## config.mk

```make
export PLATFORM = sky130hd
export DESIGN_NAME = zynq_shell_top
export DESIGN_NICKNAME = d
export VERILOG_FILES = /design/src/common/zynq_shell_pkg.sv /design/src/hdl/addr_map/addr_map.sv /design/src/hdl/csr_file.sv /design/src/hdl/mem_profiler.sv /design/src/hdl/zynq_shell_top.sv
export SDC_FILE = /design/constraint.sdc
export NUM_CORES = 1
export LEC_CHECK = 0
export ABC_AREA = 1
export BUFFER_PORTS_ARGS = -buffer_cell sky130_fd_sc_hd__buf_2
export CAP_MARGIN = 40
export CORE_ASPECT_RATIO = 2
export CORE_MARGIN = 2
export CORE_UTILIZATION = 40
export DETAILED_ROUTE_END_ITERATION = 16
export PLACE_DENSITY_LB_ADDON = 0.2
export SLEW_MARGIN = 20
export SYNTH_ARGS = -nofsm -noshare
export SYNTH_HDL_FRONTEND = slang
export SYNTH_SLANG_ARGS = --single-unit
export TNS_END_PERCENT = 10
```

## constraint.sdc

```tcl
create_clock -name aclk_i -period 2.1 [get_ports aclk_i]
set_input_delay 0.315 -clock aclk_i [delete_from_list [all_inputs] [get_ports aclk_i]]
set_output_delay 0.315 -clock aclk_i [all_outputs]
set_load 0.05 [all_outputs]
```

## src/common/zynq_shell_pkg.sv

```systemverilog
`default_nettype none

package zynq_shell_pkg;

   // core addresses and host physical DRAM addresses are both 32 bits
   localparam int axi_addr_width_lp = 32;

   // the host window bus drops the top two address bits before they reach us
   localparam int host_addr_width_lp = 30;

   // every CSR word is a full 32-bit register
   localparam int csr_data_width_lp = 32;

   // byte addressed CSR space, so the word index starts at bit 2
   localparam int csr_addr_width_lp = 6;

   typedef logic [axi_addr_width_lp-1:0]  axi_addr_t;
   typedef logic [host_addr_width_lp-1:0] host_addr_t;
   typedef logic [csr_data_width_lp-1:0]  csr_data_t;
   typedef logic [csr_addr_width_lp-1:0]  csr_addr_t;

   // the core sees its DRAM starting here
   // remapping strips this base with an xor rather than a subtract
   localparam axi_addr_t core_dram_base_lp = 32'h8000_0000;

   // the host allocates 120 MiB for the core, measured from the base
   localparam axi_addr_t mem_upper_limit_lp = 120*1024*1024;

   // one profiler bit per region of core address space
   localparam int profiler_regions_lp = 128;

   // region index is the seven bits counting down from this one
   localparam int profiler_index_msb_lp = 29;

   // writable CSR words
   localparam int csr_reset_idx_lp      = 0;
   localparam int csr_dram_alloc_idx_lp = 1;
   localparam int csr_dram_base_idx_lp  = 2;

   // read-only profiler words occupy indices 3 to 6
   // the lowest numbered regions sit in the first of them
   localparam int csr_prof_first_idx_lp = 3;

endpackage

`default_nettype wire

```

## src/hdl/addr_map/addr_map.sv

```systemverilog
`timescale 1ns/100ps
`default_nettype none

module addr_map
   import zynq_shell_pkg::*;
  (input wire                aclk_i
   , input wire              rst_n_i

   // host window request, host address space
   , input wire              host_req_v_i
   , input wire              host_we_i
   , input wire host_addr_t  host_addr_i
   , input wire csr_data_t   host_wdata_i

   // allocated host DRAM buffer
   , input wire axi_addr_t   dram_base_i

   // core DRAM request, core address space
   , input wire              dram_req_v_i
   , input wire              dram_we_i
   , input wire axi_addr_t   dram_addr_i

   // host request as the core sees it
   , output logic            core_req_v_o
   , output logic            core_we_o
   , output axi_addr_t       core_addr_o
   , output csr_data_t       core_wdata_o

   // core request as host DRAM sees it
   , output logic            ps_req_v_o
   , output logic            ps_we_o
   , output axi_addr_t       ps_addr_o
   , output logic            ps_oob_o
   );

   axi_addr_t host_xlat;
   axi_addr_t dram_offset;
   axi_addr_t ps_addr_n;
   logic      oob_n;

   logic      core_req_v_r;
   logic      core_we_r;
   axi_addr_t core_addr_r;
   csr_data_t core_wdata_r;

   logic      ps_req_v_r;
   logic      ps_we_r;
   axi_addr_t ps_addr_r;
   logic      ps_oob_r;

   // host window 0x0000_0000 lands on core DRAM at 0x8000_0000
   // host window 0x2000_0000 lands on core local space at 0x0000_0000
   // so the top host bit is inverted into the top core bit and the gap is zero filled
   always_comb
   begin
      host_xlat = '0;
      host_xlat[axi_addr_width_lp-1] = ~host_addr_i[host_addr_width_lp-1];
      host_xlat[host_addr_width_lp-3:0] = host_addr_i[host_addr_width_lp-3:0];
   end

   // strip the core DRAM base, then slide the offset into the host buffer
   // offsets at or past the allocated size get flagged rather than blocked
   always_comb
   begin
      dram_offset = dram_addr_i ^ core_dram_base_lp;
      ps_addr_n   = dram_offset + dram_base_i;
      oob_n       = dram_req_v_i && (dram_offset >= mem_upper_limit_lp);
   end

   // valids and the limit flag are the only state that needs a reset
   always_ff @(posedge aclk_i or negedge rst_n_i)
   begin
      if (!rst_n_i)
      begin
         core_req_v_r <= 1'b0;
         ps_req_v_r   <= 1'b0;
         ps_oob_r     <= 1'b0;
      end
      else
      begin
         core_req_v_r <= host_req_v_i;
         ps_req_v_r   <= dram_req_v_i;
         ps_oob_r     <= oob_n;
      end
   end

   // payload moves only with a request, both paths independent
   always_ff @(posedge aclk_i)
   begin
      if (host_req_v_i)
      begin
         core_we_r    <= host_we_i;
         core_addr_r  <= host_xlat;
         core_wdata_r <= host_wdata_i;
      end
      if (dram_req_v_i)
      begin
         ps_we_r   <= dram_we_i;
         ps_addr_r <= ps_addr_n;
      end
   end

   assign core_req_v_o = core_req_v_r;
   assign core_we_o    = core_we_r;
   assign core_addr_o  = core_addr_r;
   assign core_wdata_o = core_wdata_r;

   assign ps_req_v_o   = ps_req_v_r;
   assign ps_we_o      = ps_we_r;
   assign ps_addr_o    = ps_addr_r;
   assign ps_oob_o     = ps_oob_r;

endmodule

`default_nettype wire

```

## src/hdl/csr_file.sv

```systemverilog
`timescale 1ns/100ps
`default_nettype none

module csr_file
   import zynq_shell_pkg::*;
  (input wire                          aclk_i
   , input wire                        rst_n_i
   , input wire                        csr_wr_v_i
   , input wire                        csr_rd_v_i
   , input wire csr_addr_t             csr_addr_i
   , input wire csr_data_t             csr_wdata_i
   , input wire [profiler_regions_lp-1:0] prof_map_i
   , output logic                      csr_rvalid_o
   , output csr_data_t                 csr_rdata_o
   , output axi_addr_t                 dram_base_o
   , output logic                      core_rst_n_o
   );

   // word index into the CSR space, byte offset bits dropped
   logic [csr_addr_width_lp-3:0] csr_idx;

   // host writable registers
   csr_data_t reset_r;
   csr_data_t dram_alloc_r;
   csr_data_t dram_base_r;

   // read-back path
   csr_data_t rdata_n;
   csr_data_t rdata_r;
   logic      rvalid_r;

   // registered core reset, low true
   logic      core_rst_n_r;

   // the profiler bitmap seen as a stack of CSR words
   logic [profiler_regions_lp/csr_data_width_lp-1:0][csr_data_width_lp-1:0] prof_words;

   assign csr_idx    = csr_addr_i[csr_addr_width_lp-1:2];
   assign prof_words = prof_map_i;

   // only the first three words take writes
   // anything written elsewhere is dropped without a trace
   always_ff @(posedge aclk_i or negedge rst_n_i)
   begin
      if (!rst_n_i)
      begin
         reset_r      <= '0;
         dram_alloc_r <= '0;
         dram_base_r  <= '0;
      end
      else if (csr_wr_v_i)
      begin
         case (csr_idx)
            csr_reset_idx_lp:      reset_r      <= csr_wdata_i;
            csr_dram_alloc_idx_lp: dram_alloc_r <= csr_wdata_i;
            csr_dram_base_idx_lp:  dram_base_r  <= csr_wdata_i;
            default:               ;
         endcase
      end
   end

   // read mux, unmapped words come back as zero
   // the profiler words follow the writable ones, lowest regions first
   always_comb
   begin
      rdata_n = '0;
      case (csr_idx)
         csr_reset_idx_lp:      rdata_n = reset_r;
         csr_dram_alloc_idx_lp: rdata_n = dram_alloc_r;
         csr_dram_base_idx_lp:  rdata_n = dram_base_r;
         default:               rdata_n = '0;
      endcase
      for (int i = 0; i < profiler_regions_lp/csr_data_width_lp; i++)
      begin
         if (csr_idx == csr_prof_first_idx_lp + i)
            rdata_n = prof_words[i];
      end
   end

   // a read answers exactly one cycle after its strobe
   always_ff @(posedge aclk_i)
   begin
      if (csr_rd_v_i)
         rdata_r <= rdata_n;
   end

   // the core comes out of reset only once bit 0 of the reset word is set
   // system reset pulls it straight back down without waiting for a clock
   always_ff @(posedge aclk_i or negedge rst_n_i)
   begin
      if (!rst_n_i)
      begin
         rvalid_r     <= 1'b0;
         core_rst_n_r <= 1'b0;
      end
      else
      begin
         rvalid_r     <= csr_rd_v_i;
         core_rst_n_r <= reset_r[0];
      end
   end

   assign csr_rvalid_o = rvalid_r;
   assign csr_rdata_o  = rdata_r;
   assign dram_base_o  = dram_base_r;
   assign core_rst_n_o = core_rst_n_r;

endmodule

`default_nettype wire

```

## src/hdl/mem_profiler.sv

```systemverilog
`timescale 1ns/100ps
`default_nettype none

module mem_profiler
   import zynq_shell_pkg::*;
  (input wire                          aclk_i
   , input wire                        rst_n_i
   , input wire                        core_rst_n_i
   , input wire                        dram_req_v_i
   , input wire axi_addr_t             dram_addr_i
   , output logic [profiler_regions_lp-1:0] prof_map_o
   );

   // which region the current request falls in
   logic [$clog2(profiler_regions_lp)-1:0] region_idx;

   // one bit per region, set on first touch and held until the core is reset
   logic [profiler_regions_lp-1:0] prof_map_r;
   logic [profiler_regions_lp-1:0] prof_map_n;

   // regions are 8 MiB slices taken from the raw core address
   assign region_idx = dram_addr_i[profiler_index_msb_lp -: $clog2(profiler_regions_lp)];

   // bits only ever get set here
   always_comb
   begin
      prof_map_n = prof_map_r;
      if (dram_req_v_i)
         prof_map_n[region_idx] = 1'b1;
   end

   // holding the core in reset wipes the map for the next program
   // a request arriving in that window is not recorded
   always_ff @(posedge aclk_i or negedge rst_n_i)
   begin
      if (!rst_n_i)
         prof_map_r <= '0;
      else if (!core_rst_n_i)
         prof_map_r <= '0;
      else
         prof_map_r <= prof_map_n;
   end

   // the map reads as all zero for the whole time the core is held in reset
   assign prof_map_o = core_rst_n_i ? prof_map_r : '0;

endmodule

`default_nettype wire

```

## src/hdl/zynq_shell_top.sv

```systemverilog
`timescale 1ns/100ps
`default_nettype none

module zynq_shell_top
   import zynq_shell_pkg::*;
  (input wire                aclk_i
   , input wire              rst_n_i

   // host control and status register port
   , input wire              csr_wr_v_i
   , input wire              csr_rd_v_i
   , input wire csr_addr_t   csr_addr_i
   , input wire csr_data_t   csr_wdata_i
   , output logic            csr_rvalid_o
   , output csr_data_t       csr_rdata_o

   // host window into the core
   , input wire              host_req_v_i
   , input wire              host_we_i
   , input wire host_addr_t  host_addr_i
   , input wire csr_data_t   host_wdata_i
   , output logic            core_req_v_o
   , output logic            core_we_o
   , output axi_addr_t       core_addr_o
   , output csr_data_t       core_wdata_o
   , output logic            core_rst_n_o

   // core DRAM requests heading for host physical memory
   , input wire              dram_req_v_i
   , input wire              dram_we_i
   , input wire axi_addr_t   dram_addr_i
   , output logic            ps_req_v_o
   , output logic            ps_we_o
   , output axi_addr_t       ps_addr_o
   , output logic            ps_oob_o
   );

   // base of the host DRAM buffer as last written by the host
   axi_addr_t                      dram_base_lo;

   // one sticky bit per profiled region, read back through the CSR file
   logic [profiler_regions_lp-1:0] prof_map_lo;

   // the CSR file owns the core reset and the DRAM base
   // core reset also feeds the profiler so that a new run starts with a clean map
   csr_file csr_file_inst
     (.aclk_i        (aclk_i)
      ,.rst_n_i      (rst_n_i)
      ,.csr_wr_v_i   (csr_wr_v_i)
      ,.csr_rd_v_i   (csr_rd_v_i)
      ,.csr_addr_i   (csr_addr_i)
      ,.csr_wdata_i  (csr_wdata_i)
      ,.prof_map_i   (prof_map_lo)
      ,.csr_rvalid_o (csr_rvalid_o)
      ,.csr_rdata_o  (csr_rdata_o)
      ,.dram_base_o  (dram_base_lo)
      ,.core_rst_n_o (core_rst_n_o)
      );

   // both address paths live here, each one register deep
   addr_map addr_map_inst
     (.aclk_i        (aclk_i)
      ,.rst_n_i      (rst_n_i)
      ,.host_req_v_i (host_req_v_i)
      ,.host_we_i    (host_we_i)
      ,.host_addr_i  (host_addr_i)
      ,.host_wdata_i (host_wdata_i)
      ,.dram_base_i  (dram_base_lo)
      ,.dram_req_v_i (dram_req_v_i)
      ,.dram_we_i    (dram_we_i)
      ,.dram_addr_i  (dram_addr_i)
      ,.core_req_v_o (core_req_v_o)
      ,.core_we_o    (core_we_o)
      ,.core_addr_o  (core_addr_o)
      ,.core_wdata_o (core_wdata_o)
      ,.ps_req_v_o   (ps_req_v_o)
      ,.ps_we_o      (ps_we_o)
      ,.ps_addr_o    (ps_addr_o)
      ,.ps_oob_o     (ps_oob_o)
      );

   // the profiler watches raw core addresses, before any remapping
   mem_profiler mem_profiler_inst
     (.aclk_i        (aclk_i)
      ,.rst_n_i      (rst_n_i)
      ,.core_rst_n_i (core_rst_n_o)
      ,.dram_req_v_i (dram_req_v_i)
      ,.dram_addr_i  (dram_addr_i)
      ,.prof_map_o   (prof_map_lo)
      );

endmodule

`default_nettype wire

```

==> results.sh <==
export IMPL_synth_yosys_seq_area_share_pct=58.5
export IMPL_slew_headroom_pct=54.4
export IMPL_fp_dieW_um=147
export IMPL_final_hold_viols=0
export IMPL_synth_cell_type_count=30
export IMPL_worst_setup_path_type="register to register"
export IMPL_io_buf_count=268
export IMPL_synth_area_top_cells="sky130_fd_sc_hd__dfrtp_1 35%, sky130_fd_sc_hd__edfxtp_1 23%, sky130_fd_sc_hd__nand2_1 13%"
export IMPL_holdCritPathClass="input pin to register"
export IMPL_clk_latency_ps=530
export IMPL_cell_chosen_for_the_clock_root="sky130_fd_sc_hd__clkbuf_16"
export IMPL_place_detailed_hpwl_um=36900
export IMPL_max_slew_worst_pin_slew_ps=683
export IMPL_critPathMaxFanout=3
export IMPL_max_freq_ghz=0.492
export IMPL_final_design_area_no_fill_um2=20800
export IMPL_routedWlPerCell_um=18.0
export IMPL_power_switching_fraction_pct=33.1
export IMPL_timing_clock_skew_ps=17.9
export IMPL_ant_nets=0
export IMPL_syn_cell_area_um2=16300
export IMPL_starting_utilization_of_the_core_area_pct=40.6
export IMPL_depth_of_the_most_critical_reg_to_reg_path=11
export IMPL_number_of_register_bits_inferred_by_synthesis=356
export IMPL_startpoint_of_the_worst_register_to_register_path="csr_file_inst.dram_base_o[13]"
export IMPL_netlist_instances=1835
export IMPL_synth_warning_count=0
export IMPL_design_core_area_um2=40200
export IMPL_detail_route_iter0_violations=927
export IMPL_intPower_mw=12.9
export IMPL_layout_drive_gt1_share_pct=20.7
export IMPL_drv_cap=0
export IMPL_detail_route_first_pass_iterations=6
export IMPL_clk_transition_reported_paths_ps=70
export IMPL_timing_critical_path_arrival_ps=2310
export IMPL_totalPowerFinal_mw=19.3
export IMPL_critical_path_slowest_cell="sky130_fd_sc_hd__dfrtp_1"
export IMPL_cp_required_ps=2370
export IMPL_switching_power_mw=6.38
export IMPL_critical_path_most_common_cell="sky130_fd_sc_hd__nand2_1"
export IMPL_cts_bufs_inserted=34
export IMPL_worst_r2r_setup_slack_ps=70
export IMPL_crit_path_max_incr_delay_ps=430
export IMPL_floorplan_io_pins=275
export IMPL_setup_violations=0
export IMPL_htreeDepth=2
export IMPL_detailed_place_area_um2=19000
export IMPL_number_of_global_route_vias_before_repair=13729
export IMPL_crit_path_end="addr_map_inst.ps_addr_o[26]"
export IMPL_post_dr_vias_cell=5.02
export IMPL_clockBufferDepth=3
export IMPL_p_comb_share_pct=25.4
export IMPL_tns_ps=0
export IMPL_number_of_sinks_on_the_clock_net=356
export IMPL_power_sequential_fraction_pct=43.5
export IMPL_crit_path_cell_trace="ha_4 -> buf_4 -> nand2_1 -> inv_1 -> nand2_1 -> nor3_1 -> buf_4 -> and2_1 -> nand2_1 -> nand3_1 -> nand2_1"
export IMPL_clockPowerShare_pct=31.1
export IMPL_power_ir_vdd_worst_uv=487
export IMPL_fin_crit_sh_pct=96.8
export IMPL_cts_tree="yes"
export IMPL_final_max_slew_viols=0
export IMPL_synthToLayoutAreaGrowth_pct=27.8
export IMPL_timing_final_crit_period_ps=2030
export IMPL_grt_use_total_pct=23.1
export IMPL_std_cell_rows=104
export IMPL_setup_worst_path_start="csr_file_inst.dram_base_o[13]"
export IMPL_fp_dieArea_um2=42500
export IMPL_drc=0
export IMPL_timing_rr_end="addr_map_inst.ps_addr_o[26]"
export IMPL_grt_start_max_net_pins=103
export IMPL_grt_first_pass_wirelength_um=75600
export IMPL_grt_setup_unrepaired="yes"
export IMPL_global_route_overflow_total=0
export IMPL_route_vias_total=13928
export IMPL_p_per_area_nw_per_um2=926
export IMPL_synthDominantAreaCellType="sky130_fd_sc_hd__dfrtp_1"
export IMPL_fp_dieH_um=290
export IMPL_area_share_of_the_leading_cell_type_in_the_synthesized_netlist_pct=35.1
export IMPL_status="completed"
export IMPL_finalNetCount=2390
export IMPL_grt_antenna_before_repair=0
export IMPL_routabilityCongestion=0.923
export IMPL_synthesis_area_per_instance_um2=8.89
export IMPL_totalWireLength_um=49800
export IMPL_worst_setup_sp_type="register"
export IMPL_p_leak_nw=9.90
export IMPL_critPathCaptureType="register"
## cells by family (layout without fill, tap and decap cells)
family | count (synthesis) | in the layout | synth area share [%]
AO/OA/AOI/OAI | 249 | 249 | 7.94
XOR/XNOR | 15 | 15 | 0.806
adder cells (fa/ha/maj) | 32 | 32 | 2.50
buffers and inverters | 289 | 694 | 6.92
flip-flops | 356 | 356 | 58.5
other | 1 | 4 | 0.0230
AND/OR/NAND/NOR | 893 | 893 | 23.3
## stage by stage
stage | hold slack, ps | cells | setup WS, ps | utilization, %
after global routing | 17.4 | 2772 | -20.5 | 51.8
after floorplan | 19.4 | 1837 | 169 | -
after global placement | 220 | 2653 | -179 | 47.2
after detailed placement | 224 | 2653 | -193 | 47.2
after CTS | 17.6 | 2771 | 0.331 | 51.3
final | 25.0 | 2773 | 66.5 | 51.8
## synth_stat cells (all sizes together)
master and n:
o21ai 194, clkbuf 54, conb 1, a31oi 1
nand3b 2, nand4 40, nor3 49, nor2 79
dfrtp 229, or2 1, fa 1, a21o 1
o22ai 32, xor2 15, a21oi 19, nand3 155
buf 27, and2 4, inv 208, ha 31
nor4 3, edfxtp 127, o21bai 2, nand2 560
## critical path: cells and delay by family, from the launching register on
kind          cells  cell delay, ps
buf+inv           3             350
fa+ha+maj         1             290
simple gates      7             730
flops             1             430
## worst min-delay path by stage
| stage | startpoint | endpoint | slack [ps] | cells after the start |
|---|---|---|---|---|
| after global placement | rst_n_i | mem_profiler_inst.prof_map_r[116] | 220 | 1 |
| final | host_addr_i[23] | addr_map_inst.core_addr_o[23] | 20 | 1 |
| after CTS | host_addr_i[23] | addr_map_inst.core_addr_o[23] | 20 | 1 |
| after global routing | host_addr_i[17] | addr_map_inst.core_addr_o[17] | 20 | 1 |
| after floorplan | rst_n_i | addr_map_inst.core_req_v_o | 20 | 0 |
| after detailed placement | rst_n_i | mem_profiler_inst.prof_map_r[116] | 220 | 1 |
## cell type report
class | instances | area (um^2)
flip-flops and latches | 356 | 9550
diodes | 1 | 2.50
clock buffers | 42 | 933
clock inverters | 18 | 141
repair buffers | 426 | 2910
well taps | 530 | 663
fillers | 3707 | 19400
inverters | 208 | 781
multi-input cells | 1192 | 5860
## state kept, by name (all words and copies together), names as in the netlist
name / count
addr_map_inst.ps_oob_o: 1
addr_map_inst.core_addr_o: 29
addr_map_inst.ps_req_v_o: 1
csr_file_inst.csr_rdata_o: 32
csr_file_inst.reset_r: 32
addr_map_inst.core_we_o: 1
csr_file_inst.dram_alloc_r: 32
csr_file_inst.core_rst_n_o: 1
addr_map_inst.core_req_v_o: 1
mem_profiler_inst.prof_map_r: 128
addr_map_inst.ps_addr_o: 32
csr_file_inst.dram_base_o: 32
csr_file_inst.csr_rvalid_o: 1
addr_map_inst.ps_we_o: 1
addr_map_inst.core_wdata_o: 32
## power groups by stage
| stage | Clock [mW] | Sequential, mW | Combinational (mW) |
|---|---|---|---|
| floorplan | 0 | 9.49 | 1.94 |
| global placement | 0 | 8.48 | 4.64 |
| detailed placement | 0 | 8.51 | 4.70 |
| CTS | 6.18 | 8.37 | 4.81 |
| global route | 6.40 | 8.46 | 5.37 |
| finish | 6.01 | 8.39 | 4.90 |
## layout by cell type (no fill, tap or decap), types with 3 or more instances in the layout
cell type                       instances
sky130_fd_sc_hd__nand2_1              549
sky130_fd_sc_hd__buf_2                266
sky130_fd_sc_hd__dfrtp_1              228
sky130_fd_sc_hd__inv_1                207
sky130_fd_sc_hd__nand3_1              152
sky130_fd_sc_hd__edfxtp_1             127
sky130_fd_sc_hd__o21ai_0               97
sky130_fd_sc_hd__o21ai_1               97
sky130_fd_sc_hd__buf_4                 83
sky130_fd_sc_hd__nor2_1                70
sky130_fd_sc_hd__dlygate4sd3_1         58
sky130_fd_sc_hd__nor3_1                45
sky130_fd_sc_hd__nand4_1               40
sky130_fd_sc_hd__clkbuf_16             36
sky130_fd_sc_hd__o22ai_1               32
sky130_fd_sc_hd__ha_1                  22
sky130_fd_sc_hd__a21oi_1               17
sky130_fd_sc_hd__buf_12                16
sky130_fd_sc_hd__xor2_1                15
sky130_fd_sc_hd__nand2_2               11
sky130_fd_sc_hd__nor2_2                 9
sky130_fd_sc_hd__ha_4                   9
sky130_fd_sc_hd__clkbuf_1               5
sky130_fd_sc_hd__and2_1                 4
sky130_fd_sc_hd__nor3_4                 4
sky130_fd_sc_hd__clkinv_2               4
sky130_fd_sc_hd__nand3_2                3
sky130_fd_sc_hd__nor4_4                 3
sky130_fd_sc_hd__conb_1                 3
sky130_fd_sc_hd__clkinv_1               3
## routing by layer
layer / global-route usage, % / vias up / wire length, um
met1: 24.8 / 6557 / 18000
met4: 12.2 / 0 / 2830
met2: 44.3 / 459 / 26700
met3: 2.26 / 123 / 2270
li1: - / 6789 / -
met5: 0 / - / 0
## repair_timing
action                                 CTS  global route
pin swaps                                0             2
gates cloned                             0             0
endpoints found under the hold margin   90             0
hold buffers                            58             0
setup endpoints to repair               14            19
setup buffers                            0             1
resized for setup                        7            32
No activity file was read; power rests on OpenSTA's default activity.
